File: config.mk
export PLATFORM = sky130hd
export DESIGN_NAME = spi_reg_top
export DESIGN_NICKNAME = d
export VERILOG_FILES = /design/src/spi_reg_pkg.sv /design/src/id_reg_rom.sv /design/src/ctrl_reg_bank.sv /design/src/spi_slave.sv /design/src/spi_reg_top.sv
export SDC_FILE = /design/constraint.sdc
export NUM_CORES = 1
export LEC_CHECK = 0
export BUFFER_PORTS_ARGS = -buffer_cell sky130_fd_sc_hd__buf_4
export CAP_MARGIN = 20
export CORE_UTILIZATION = 40
export DETAILED_ROUTE_END_ITERATION = 16
export PLACE_DENSITY = 0.58
export SLEW_MARGIN = 30
export SYNTH_ARGS = -nofsm -noshare
export SYNTH_HDL_FRONTEND = slang
export SYNTH_SLANG_ARGS = --single-unit
export TNS_END_PERCENT = 50
File: constraint.sdc
create_clock -name i_spi_clk -period 4.3 [get_ports i_spi_clk]
set_input_delay 0.43 -clock i_spi_clk [delete_from_list [all_inputs] [get_ports i_spi_clk]]
set_output_delay 0.43 -clock i_spi_clk [all_outputs]
set_load 0.005 [all_outputs]
File: src/spi_reg_pkg.sv
// ------------------------------
// spi register access constants
// frame layout, command codes, address map, id words
// ------------------------------

`default_nettype none

package spi_reg_pkg;

	// ------------------------------
	// field widths and commands
	// ------------------------------
	localparam int CMD_W  = 8;	// command field
	localparam int ADDR_W = 16;	// address field
	localparam int DATA_W = 16;	// data field

	localparam logic [CMD_W-1:0] CMD_WR = 8'h80;	// write frame
	localparam logic [CMD_W-1:0] CMD_RD = 8'h81;	// read frame

	// shifter sized for the widest field
	localparam int SHIFT_W = (CMD_W >= ADDR_W && CMD_W >= DATA_W) ? CMD_W :
		((ADDR_W >= DATA_W) ? ADDR_W : DATA_W);

	// ------------------------------
	// rising edge counts in a frame
	// ------------------------------
	localparam int CNT_W = 7;	// counter width, holds 0..40

	localparam logic [CNT_W-1:0] CNT_ADDR_LAST  = 7'd23;	// last address bit
	localparam logic [CNT_W-1:0] CNT_RD_LOAD    = 7'd24;	// read word load, falling edge
	localparam logic [CNT_W-1:0] CNT_FRAME_LAST = 7'd39;	// last data bit
	localparam logic [CNT_W-1:0] CNT_SAT        = 7'd40;	// counter stops here
	localparam logic [CNT_W-1:0] CNT_WR_CLR     = 7'd4;	// old write strobe drops

	// ------------------------------
	// address map
	// ------------------------------
	localparam logic [ADDR_W-1:0] CTRL_BASE = 16'h0000;
	localparam logic [ADDR_W-1:0] CTRL_REGS = 16'd16;	// control bank depth
	localparam logic [ADDR_W-1:0] ID_BASE   = 16'h0100;
	localparam logic [ADDR_W-1:0] ID_REGS   = 16'd4;	// id block depth

	// identification words, entry 0 at ID_BASE
	localparam logic [DATA_W-1:0] ID_WORDS [ID_REGS] = '{
		16'h5A31,	// device id
		16'h0102,	// firmware revision
		16'h0040,	// feature bits
		16'hC0DE	// signature
	};

	localparam int CTRL_MODE_IDX = 0;	// exported as mode
	localparam int CTRL_GAIN_IDX = 1;	// exported as gain

endpackage

`default_nettype wire

File: src/id_reg_rom.sv
// ------------------------------
// id_reg_rom
// read only identification words
// ------------------------------

`default_nettype none

module id_reg_rom import spi_reg_pkg::*; (
	input  wire  [ADDR_W-1:0] i_addr,
	output logic              o_sel,	// address inside the id window
	output logic [DATA_W-1:0] o_rd_data
);

	logic [ADDR_W-1:0]          id_off;	// offset from ID_BASE
	logic                       id_hit;
	logic [$clog2(ID_REGS)-1:0] id_idx;

	assign id_off = i_addr - ID_BASE;	// wraps below base, so no hit
	assign id_hit = (id_off < ID_REGS);
	assign id_idx = id_off[$clog2(ID_REGS)-1:0];

	// constant lookup
	always_comb begin
		if (id_hit) begin
			o_rd_data = ID_WORDS[id_idx];
		end else begin
			o_rd_data = '0;
		end
	end

	assign o_sel = id_hit;

endmodule

`default_nettype wire

File: src/ctrl_reg_bank.sv
// ------------------------------
// ctrl_reg_bank
// sixteen r/w control registers on the spi bus
// ------------------------------

`default_nettype none

module ctrl_reg_bank import spi_reg_pkg::*; (
	input  wire               i_spi_clk,
	input  wire               i_wr_en,	// strobe level from the slave
	input  wire  [ADDR_W-1:0] i_addr,
	input  wire  [DATA_W-1:0] i_wr_data,
	output logic              o_sel,	// address inside the bank
	output logic [DATA_W-1:0] o_rd_data,
	output logic [DATA_W-1:0] o_ctrl_mode,
	output logic [DATA_W-1:0] o_ctrl_gain
);

	// ------------------------------
	// address decode
	// ------------------------------
	logic [ADDR_W-1:0]            ctrl_off;	// offset from bank base
	logic                         ctrl_hit;
	logic [$clog2(CTRL_REGS)-1:0] ctrl_idx;	// word select

	// bank powers up cleared, cs high never touches it
	logic [DATA_W-1:0] ctrl_regs [CTRL_REGS] = '{default: '0};

	assign ctrl_off = i_addr - CTRL_BASE;
	assign ctrl_hit = (ctrl_off < CTRL_REGS);
	assign ctrl_idx = ctrl_off[$clog2(CTRL_REGS)-1:0];

	// ------------------------------
	// write commit
	// ------------------------------
	// the strobe is high across the cs gap, so the store lands on
	// the first rising edge of the following frame
	always_ff @(posedge i_spi_clk) begin
		if (i_wr_en && ctrl_hit) begin
			ctrl_regs[ctrl_idx] <= i_wr_data;
		end
	end

	// ------------------------------
	// read return and exports
	// ------------------------------
	always_comb begin
		if (ctrl_hit) begin
			o_rd_data = ctrl_regs[ctrl_idx];
		end else begin
			o_rd_data = '0;
		end
	end

	assign o_sel       = ctrl_hit;
	assign o_ctrl_mode = ctrl_regs[CTRL_MODE_IDX];	// reg 0
	assign o_ctrl_gain = ctrl_regs[CTRL_GAIN_IDX];	// reg 1

endmodule

`default_nettype wire

File: src/spi_slave.sv
// ------------------------------
// spi_slave
// parses cmd/addr/data frames, drives register bus
// and shifts the read word out on miso
// ------------------------------

`default_nettype none

module spi_slave import spi_reg_pkg::*; (
	input  wire               i_spi_clk,	// host sck, sampled on rise
	input  wire               i_spi_cs_n,	// high resets frame logic
	input  wire               i_spi_mosi,
	output logic              o_spi_miso,
	output logic              o_spi_miso_en,	// 1 while read word is on miso
	output logic              o_wr_en,	// write strobe level
	output logic              o_rd_en,	// read frame past address
	output logic [ADDR_W-1:0] o_addr,
	output logic [DATA_W-1:0] o_wr_data,
	input  wire               i_id_sel,
	input  wire  [DATA_W-1:0] i_id_rd_data,
	input  wire               i_ctrl_sel,
	input  wire  [DATA_W-1:0] i_ctrl_rd_data
);

	logic [CNT_W-1:0]   sck_cnt;	// rising edges seen this frame
	logic [SHIFT_W-1:0] shifter;	// mosi history
	logic               cmd_wr;
	logic               cmd_rd;
	logic [ADDR_W-1:0]  addr_q;
	logic [DATA_W-1:0]  wr_data_q;
	logic               wr_en_q = 1'b0;	// survives cs high between frames
	logic               rd_en_q;
	logic [DATA_W-1:0]  rd_src;	// prioritized read word
	logic [DATA_W-1:0]  rd_word;	// falling edge shifter
	logic               rd_shift_en;

	// ------------------------------
	// mosi side, rising edges
	// ------------------------------

	// saturating edge count
	always_ff @(posedge i_spi_clk or posedge i_spi_cs_n) begin
		if (i_spi_cs_n) begin
			sck_cnt <= '0;
		end else if (sck_cnt != CNT_SAT) begin
			sck_cnt <= sck_cnt + 1'b1;
		end
	end

	always_ff @(posedge i_spi_clk or posedge i_spi_cs_n) begin
		if (i_spi_cs_n) begin
			shifter <= '0;
		end else begin
			shifter <= {shifter[SHIFT_W-2:0], i_spi_mosi};	// msb first
		end
	end

	// command flags, decoded once all 8 bits are in
	always_ff @(posedge i_spi_clk or posedge i_spi_cs_n) begin
		if (i_spi_cs_n) begin
			cmd_wr <= 1'b0;
			cmd_rd <= 1'b0;
		end else if (sck_cnt == CNT_W'(CMD_W)) begin
			case (shifter[CMD_W-1:0])
				CMD_WR: begin
					cmd_wr <= 1'b1;
					cmd_rd <= 1'b0;
				end
				CMD_RD: begin
					cmd_wr <= 1'b0;
					cmd_rd <= 1'b1;
				end
				default: begin	// unknown cmd, frame ignored
					cmd_wr <= 1'b0;
					cmd_rd <= 1'b0;
				end
			endcase
		end
	end

	// address grabbed together with its last bit
	always_ff @(posedge i_spi_clk) begin
		if (sck_cnt == CNT_ADDR_LAST) begin
			addr_q <= {shifter[ADDR_W-2:0], i_spi_mosi};
		end
	end

	always_ff @(posedge i_spi_clk) begin
		if (sck_cnt == CNT_FRAME_LAST) begin
			wr_data_q <= {shifter[DATA_W-2:0], i_spi_mosi};
		end
	end

	// write strobe
	// set at end of a write frame, held over the cs gap, dropped a few
	// edges into the next frame so the bank commits on its first edge
	always_ff @(posedge i_spi_clk) begin
		if (sck_cnt == CNT_WR_CLR) begin
			wr_en_q <= 1'b0;
		end else if (sck_cnt == CNT_FRAME_LAST) begin
			wr_en_q <= cmd_wr;
		end
	end

	always_ff @(posedge i_spi_clk or posedge i_spi_cs_n) begin
		if (i_spi_cs_n) begin
			rd_en_q <= 1'b0;
		end else if (sck_cnt == CNT_ADDR_LAST) begin
			rd_en_q <= cmd_rd;
		end
	end

	// ------------------------------
	// miso side, falling edges
	// ------------------------------

	// fixed priority, id block before control bank
	always_comb begin
		if (i_id_sel) begin
			rd_src = i_id_rd_data;
		end else if (i_ctrl_sel) begin
			rd_src = i_ctrl_rd_data;
		end else begin
			rd_src = '0;	// unmapped
		end
	end

	// load after edge 24, then rotate one bit per falling edge
	always_ff @(negedge i_spi_clk) begin
		if (sck_cnt == CNT_RD_LOAD) begin
			rd_word <= rd_src;
		end else if (rd_shift_en) begin
			rd_word <= {rd_word[DATA_W-2:0], rd_word[DATA_W-1]};
		end
	end

	always_ff @(negedge i_spi_clk or posedge i_spi_cs_n) begin
		if (i_spi_cs_n) begin
			rd_shift_en <= 1'b0;
		end else if (sck_cnt == CNT_RD_LOAD) begin
			rd_shift_en <= 1'b1;
		end
	end

	assign o_spi_miso    = rd_word[DATA_W-1];
	assign o_spi_miso_en = rd_shift_en & cmd_rd;	// only read frames drive
	assign o_wr_en       = wr_en_q;
	assign o_rd_en       = rd_en_q;
	assign o_addr        = addr_q;
	assign o_wr_data     = wr_data_q;

endmodule

`default_nettype wire

File: src/spi_reg_top.sv
// ------------------------------
// spi_reg_top
// spi slave with control bank and id block
// ------------------------------

`default_nettype none

module spi_reg_top import spi_reg_pkg::*; (
	input  wire               i_spi_clk,
	input  wire               i_spi_cs_n,
	input  wire               i_spi_mosi,
	output logic              o_spi_miso,	// pad tristate lives a level up
	output logic              o_spi_miso_en,
	output logic [DATA_W-1:0] o_ctrl_mode,
	output logic [DATA_W-1:0] o_ctrl_gain
);

	// register bus
	logic [ADDR_W-1:0] addr;
	logic [DATA_W-1:0] wr_data;
	logic              wr_en;
	logic              rd_en;	// no external read port here
	logic              id_sel;
	logic [DATA_W-1:0] id_rd_data;
	logic              ctrl_sel;
	logic [DATA_W-1:0] ctrl_rd_data;

	spi_slave u_spi_slave (
		.i_spi_clk      (i_spi_clk),
		.i_spi_cs_n     (i_spi_cs_n),
		.i_spi_mosi     (i_spi_mosi),
		.o_spi_miso     (o_spi_miso),
		.o_spi_miso_en  (o_spi_miso_en),
		.o_wr_en        (wr_en),
		.o_rd_en        (rd_en),
		.o_addr         (addr),
		.o_wr_data      (wr_data),
		.i_id_sel       (id_sel),
		.i_id_rd_data   (id_rd_data),
		.i_ctrl_sel     (ctrl_sel),
		.i_ctrl_rd_data (ctrl_rd_data)
	);

	ctrl_reg_bank u_ctrl_reg_bank (
		.i_spi_clk   (i_spi_clk),
		.i_wr_en     (wr_en),
		.i_addr      (addr),
		.i_wr_data   (wr_data),
		.o_sel       (ctrl_sel),
		.o_rd_data   (ctrl_rd_data),
		.o_ctrl_mode (o_ctrl_mode),
		.o_ctrl_gain (o_ctrl_gain)
	);

	id_reg_rom u_id_reg_rom (
		.i_addr    (addr),
		.o_sel     (id_sel),
		.o_rd_data (id_rd_data)
	);

endmodule

`default_nettype wire

==> metrics.md <==
| Metric | Value |
|---|---|
| Endpoints failing hold | 0 |
| Pwr Density | ~430 nW/um2 |
| WP data required | 2.43 ns |
| Gpl congestion | around 0.81 |
| DP Worst Slack | -0.0233 ns |
| ANT nets after route | 0 |
| MaxCap Viol Count | 0 |
| Die footprint | 32600 um2 |
| Seq/Total Area, Yosys | 77.2% |
| Core area | about 31000 um2 |
| Grt ovf | 0 |
| Combinational power share | 0.1% |
| Synth top cells by count | 304 x edfxtp_1, 58 x mux4_2, 37 x nand2_1 |
| Sink Count | between 300 and 400 |
| Synth unique cells | 41 |
| Critical path data arrival time | 2.36 ns |
| P_leak | approximately 5 nW |
| Initial Util | 40.5% |
| Final WL | 29.1 mm |
| Vias | 6362 |
| First-pass GRT wire length | 43.5 mm |
| Pin count of the biggest net entering global routing | 32 |
| Top post-synthesis cells by area | edfxtp_1 72%, mux4_2 10%, dfrtp_1 4.7% |
| Max VDD drop | approximately 0.00027 V |
| Placed Cells incl. Taps | approximately 1100 |
| Synth Warn # | 0 |
| Cell Chain, Critical Path | buf_12 -> mux4_2 -> mux2_2 -> a221oi_1 -> a21oi_1 |
| Ys async rst share | 7.49% |
| Final WS setup | 0.0702 ns |
| Switch Pwr | approximately 1.3 mW |
| Synth Register Bits | 334 |
| Yosys top cell by area | edfxtp_1 |
| Slowest library cell on the worst path | mux4_2 |
| DRT Pass-1 Iters | 5 |
| Fin cells | 1157 |
| Syn Area/Cell | 20.8 um2 |
| Worst Setup End Kind | flip-flop |
| Post-Synthesis Net Count | between 600 and 700 |
| Number of synthesized flops with an enable pin | 304 |
| Clock power share | 46.0% |
| DR WL/cell | 25.1 um |
| Mapped Cells | 614 |
| Int Pwr | approximately 5.3 mW |
| GRT Util Overall | 18.4% |
| H-Tree Depth | 2 |
| Area share of the largest cell type after synthesis | 71.5% |
| Total Nets Final | 738 |
| Count of input and output buffers | 36 |
| Clock Skew | just over 0.09 ns |
| WS Path Type | reg -> reg |
| Critical path launch point type | flip-flop |
| Worst Hold Class | in -> reg |
| Initial antenna violation count | 0 |
| Ports | 37 |
| Netlist Area Pre-Place | 12800 um2 |
| Status | completed |
| Die height | 181 um |
| Clk slew on worst S/H paths | 0.06 ns |
| CTS max path bufs | 3 |
| Final Setup Violations | 0 |
| Clock buffer count from CTS | 35 |
| Sw Ratio | 19.3% |
| Share of power burned in registers | 53.8% |
| CP max stage delay | approximately 0.5 ns |
| Vias in the first global route | between 6000 and 7000 |
| HPWL after DPL | 18.3 mm |
| RSZ-0062 raised after global routing | false |
| Avg Vias per Cell | 5.50 |
| Relative slew margins | 40.1% |
| Row count | 65 |
| CTS tree | built |
| Die Wd | 181 um |
| Root Buffer | clkbuf_16 |
| Synth-to-Final Area Change | 18.1% |
| Layout cells sized above 1 | roughly a third |
| Slew Limit Fails | 0 |
| ANT cells | 0 |
| Slew @ Worst Pin | 0.898 ns |
| Top-count cell post-synth | edfxtp_1 |
| Residual DRC count | 0 |
| 1st-iter DRT viols | 592 |
| Max FO, Critical Path | 6 |
| Main synth FF type | edfxtp_1 |
| Clk_lat worst skew | 0.59 ns |
[area by class of cell]
class / instances / area [um2]
repair buffers: 89 / 746
fillers: 2522 / 16400
clock buffers: 45 / 945
well taps: 402 / 503
flip-flops and latches: 334 / 9860
clock inverters: 34 / 233
multi-input cells: 246 / 2770
inverters: 7 / 26.3
[power groups by stage]
stage / clock network (mW) / registers, mW / logic [mW]
6_report: 3.00 / 3.51 / 0.00892
3_3_place_gp: 0.0238 / 3.58 / 0.00842
3_5_place_dp: 0.0238 / 3.58 / 0.00870
2_1_floorplan: 0.0238 / 3.58 / 0.00425
5_1_grt: 3.20 / 3.51 / 0.0102
4_1_cts: 3.07 / 3.51 / 0.00947
[timing repair]
| item | in CTS | in global routing |
|---|---|---|
| hold buffers | 1 | 0 |
| resized for setup | 0 | 2 |
| endpoints found under the setup margin | 0 | 6 |
| hold endpoints to repair | 24 | 0 |
| setup buffers | 0 | 0 |
[metrics by stage]
step	total power, mW	utilization [%]	hold slack, ns	TNS [ns]	area [um2]
floorplan	3.60	-	0.365	0	12800
global placement	3.61	44.1	0.386	-0.0822	13900
detailed placement	3.61	44.1	0.384	-0.0233	13900
CTS	6.60	47.9	0.0675	0	15100
global route	6.72	47.9	0.0634	0	15100
finish	6.53	47.9	0.0845	0	15100
[logic make-up after synthesis]
| kind of cell | count (synthesis) | share of synthesized area [%] |
|---|---|---|
| AO/OA/AOI/OAI | 29 | 1.38 |
| adder cells (fa/ha/maj) | 6 | 0.588 |
| flip-flops | 334 | 77.2 |
| multiplexers | 96 | 14.4 |
| XOR/XNOR | 6 | 0.412 |
| AND/OR/NAND/NOR | 109 | 4.57 |
| buffers and inverters | 34 | 1.42 |
[metal layers]
layer / vias up / GRT usage (%) / share of wire [%]
li1: 2727 / - / -
met1: 3358 / 24.8 / 43
met2: 220 / 29.4 / 48
met3: 57 / 3.94 / 6.3
met4: 0 / 6.80 / 3.1
met5: - / 0 / 0
[worst max-delay path, delay by kind of cell (launching register included)]
kind / cells / cell delay (ns)
mux: 2 / 0.80
flops: 1 / 0.38
buf+inv: 1 / 0.13
compound gates: 2 / 0.54
[sequential cells by signal, summed over array words and instances, names as in the netlist, named ones only]
name	count
u_spi_slave.rd_word	16
u_spi_slave.o_wr_en	1
u_ctrl_reg_bank.ctrl_regs	256
u_spi_slave.shifter	15
u_spi_slave.rd_shift_en	1
u_spi_slave.cmd_rd	1
u_spi_slave.o_wr_data	16
u_spi_slave.sck_cnt	7
u_spi_slave.cmd_wr	1
u_spi_slave.o_addr	16
[final timing paths]
path | start | end | slack, ns | cells past startpoint
setup / recovery | flip-flop | u_spi_slave.rd_word[1] | 0.07 | 5
hold / removal | i_spi_mosi | u_spi_slave.shifter[0] | 0.08 | 1
setup reg to reg | flip-flop | u_spi_slave.rd_word[1] | 0.07 | 5
hold reg to reg | u_spi_slave.shifter[11] | u_spi_slave.shifter[12] | 0.41 | 0
max in group asynchronous | i_spi_cs_n | u_spi_slave.rd_shift_en | 1.46 | 4
min in group asynchronous | i_spi_cs_n | u_spi_slave.shifter[14] | 0.54 | 4
[layout by cell type, fill, tap and decap left out, types with 2 or more instances in the layout]
| master | n |
|---|---|
| xnor2_1 | 5 |
| mux4_2 | 58 |
| edfxtp_1 | 304 |
| nor3_2 | 4 |
| o21ai_0 | 7 |
| dfrtp_1 | 24 |
| and2_1 | 3 |
| nand3_1 | 10 |
| a221oi_1 | 2 |
| o22ai_1 | 2 |
| nand2b_1 | 5 |
| and4_1 | 3 |
| clkbuf_16 | 36 |
| nor4b_1 | 2 |
| a31oi_1 | 9 |
| inv_1 | 23 |
| clkinv_1 | 4 |
| a21oi_1 | 5 |
| nand2_1 | 37 |
| clkinv_2 | 7 |
| dfxtp_1 | 3 |
| ha_1 | 6 |
| nor3_1 | 2 |
| mux2_2 | 30 |
| buf_12 | 6 |
| nor4_4 | 3 |
| inv_2 | 2 |
| nand4_1 | 5 |
| bufinv_16 | 3 |
| nor2_2 | 4 |
| nor2_1 | 23 |
| or4_4 | 2 |
| buf_4 | 82 |
| clkbuf_1 | 8 |
| mux4_1 | 7 |
| nor2b_1 | 2 |
Power figures use the tool's default switching activity.
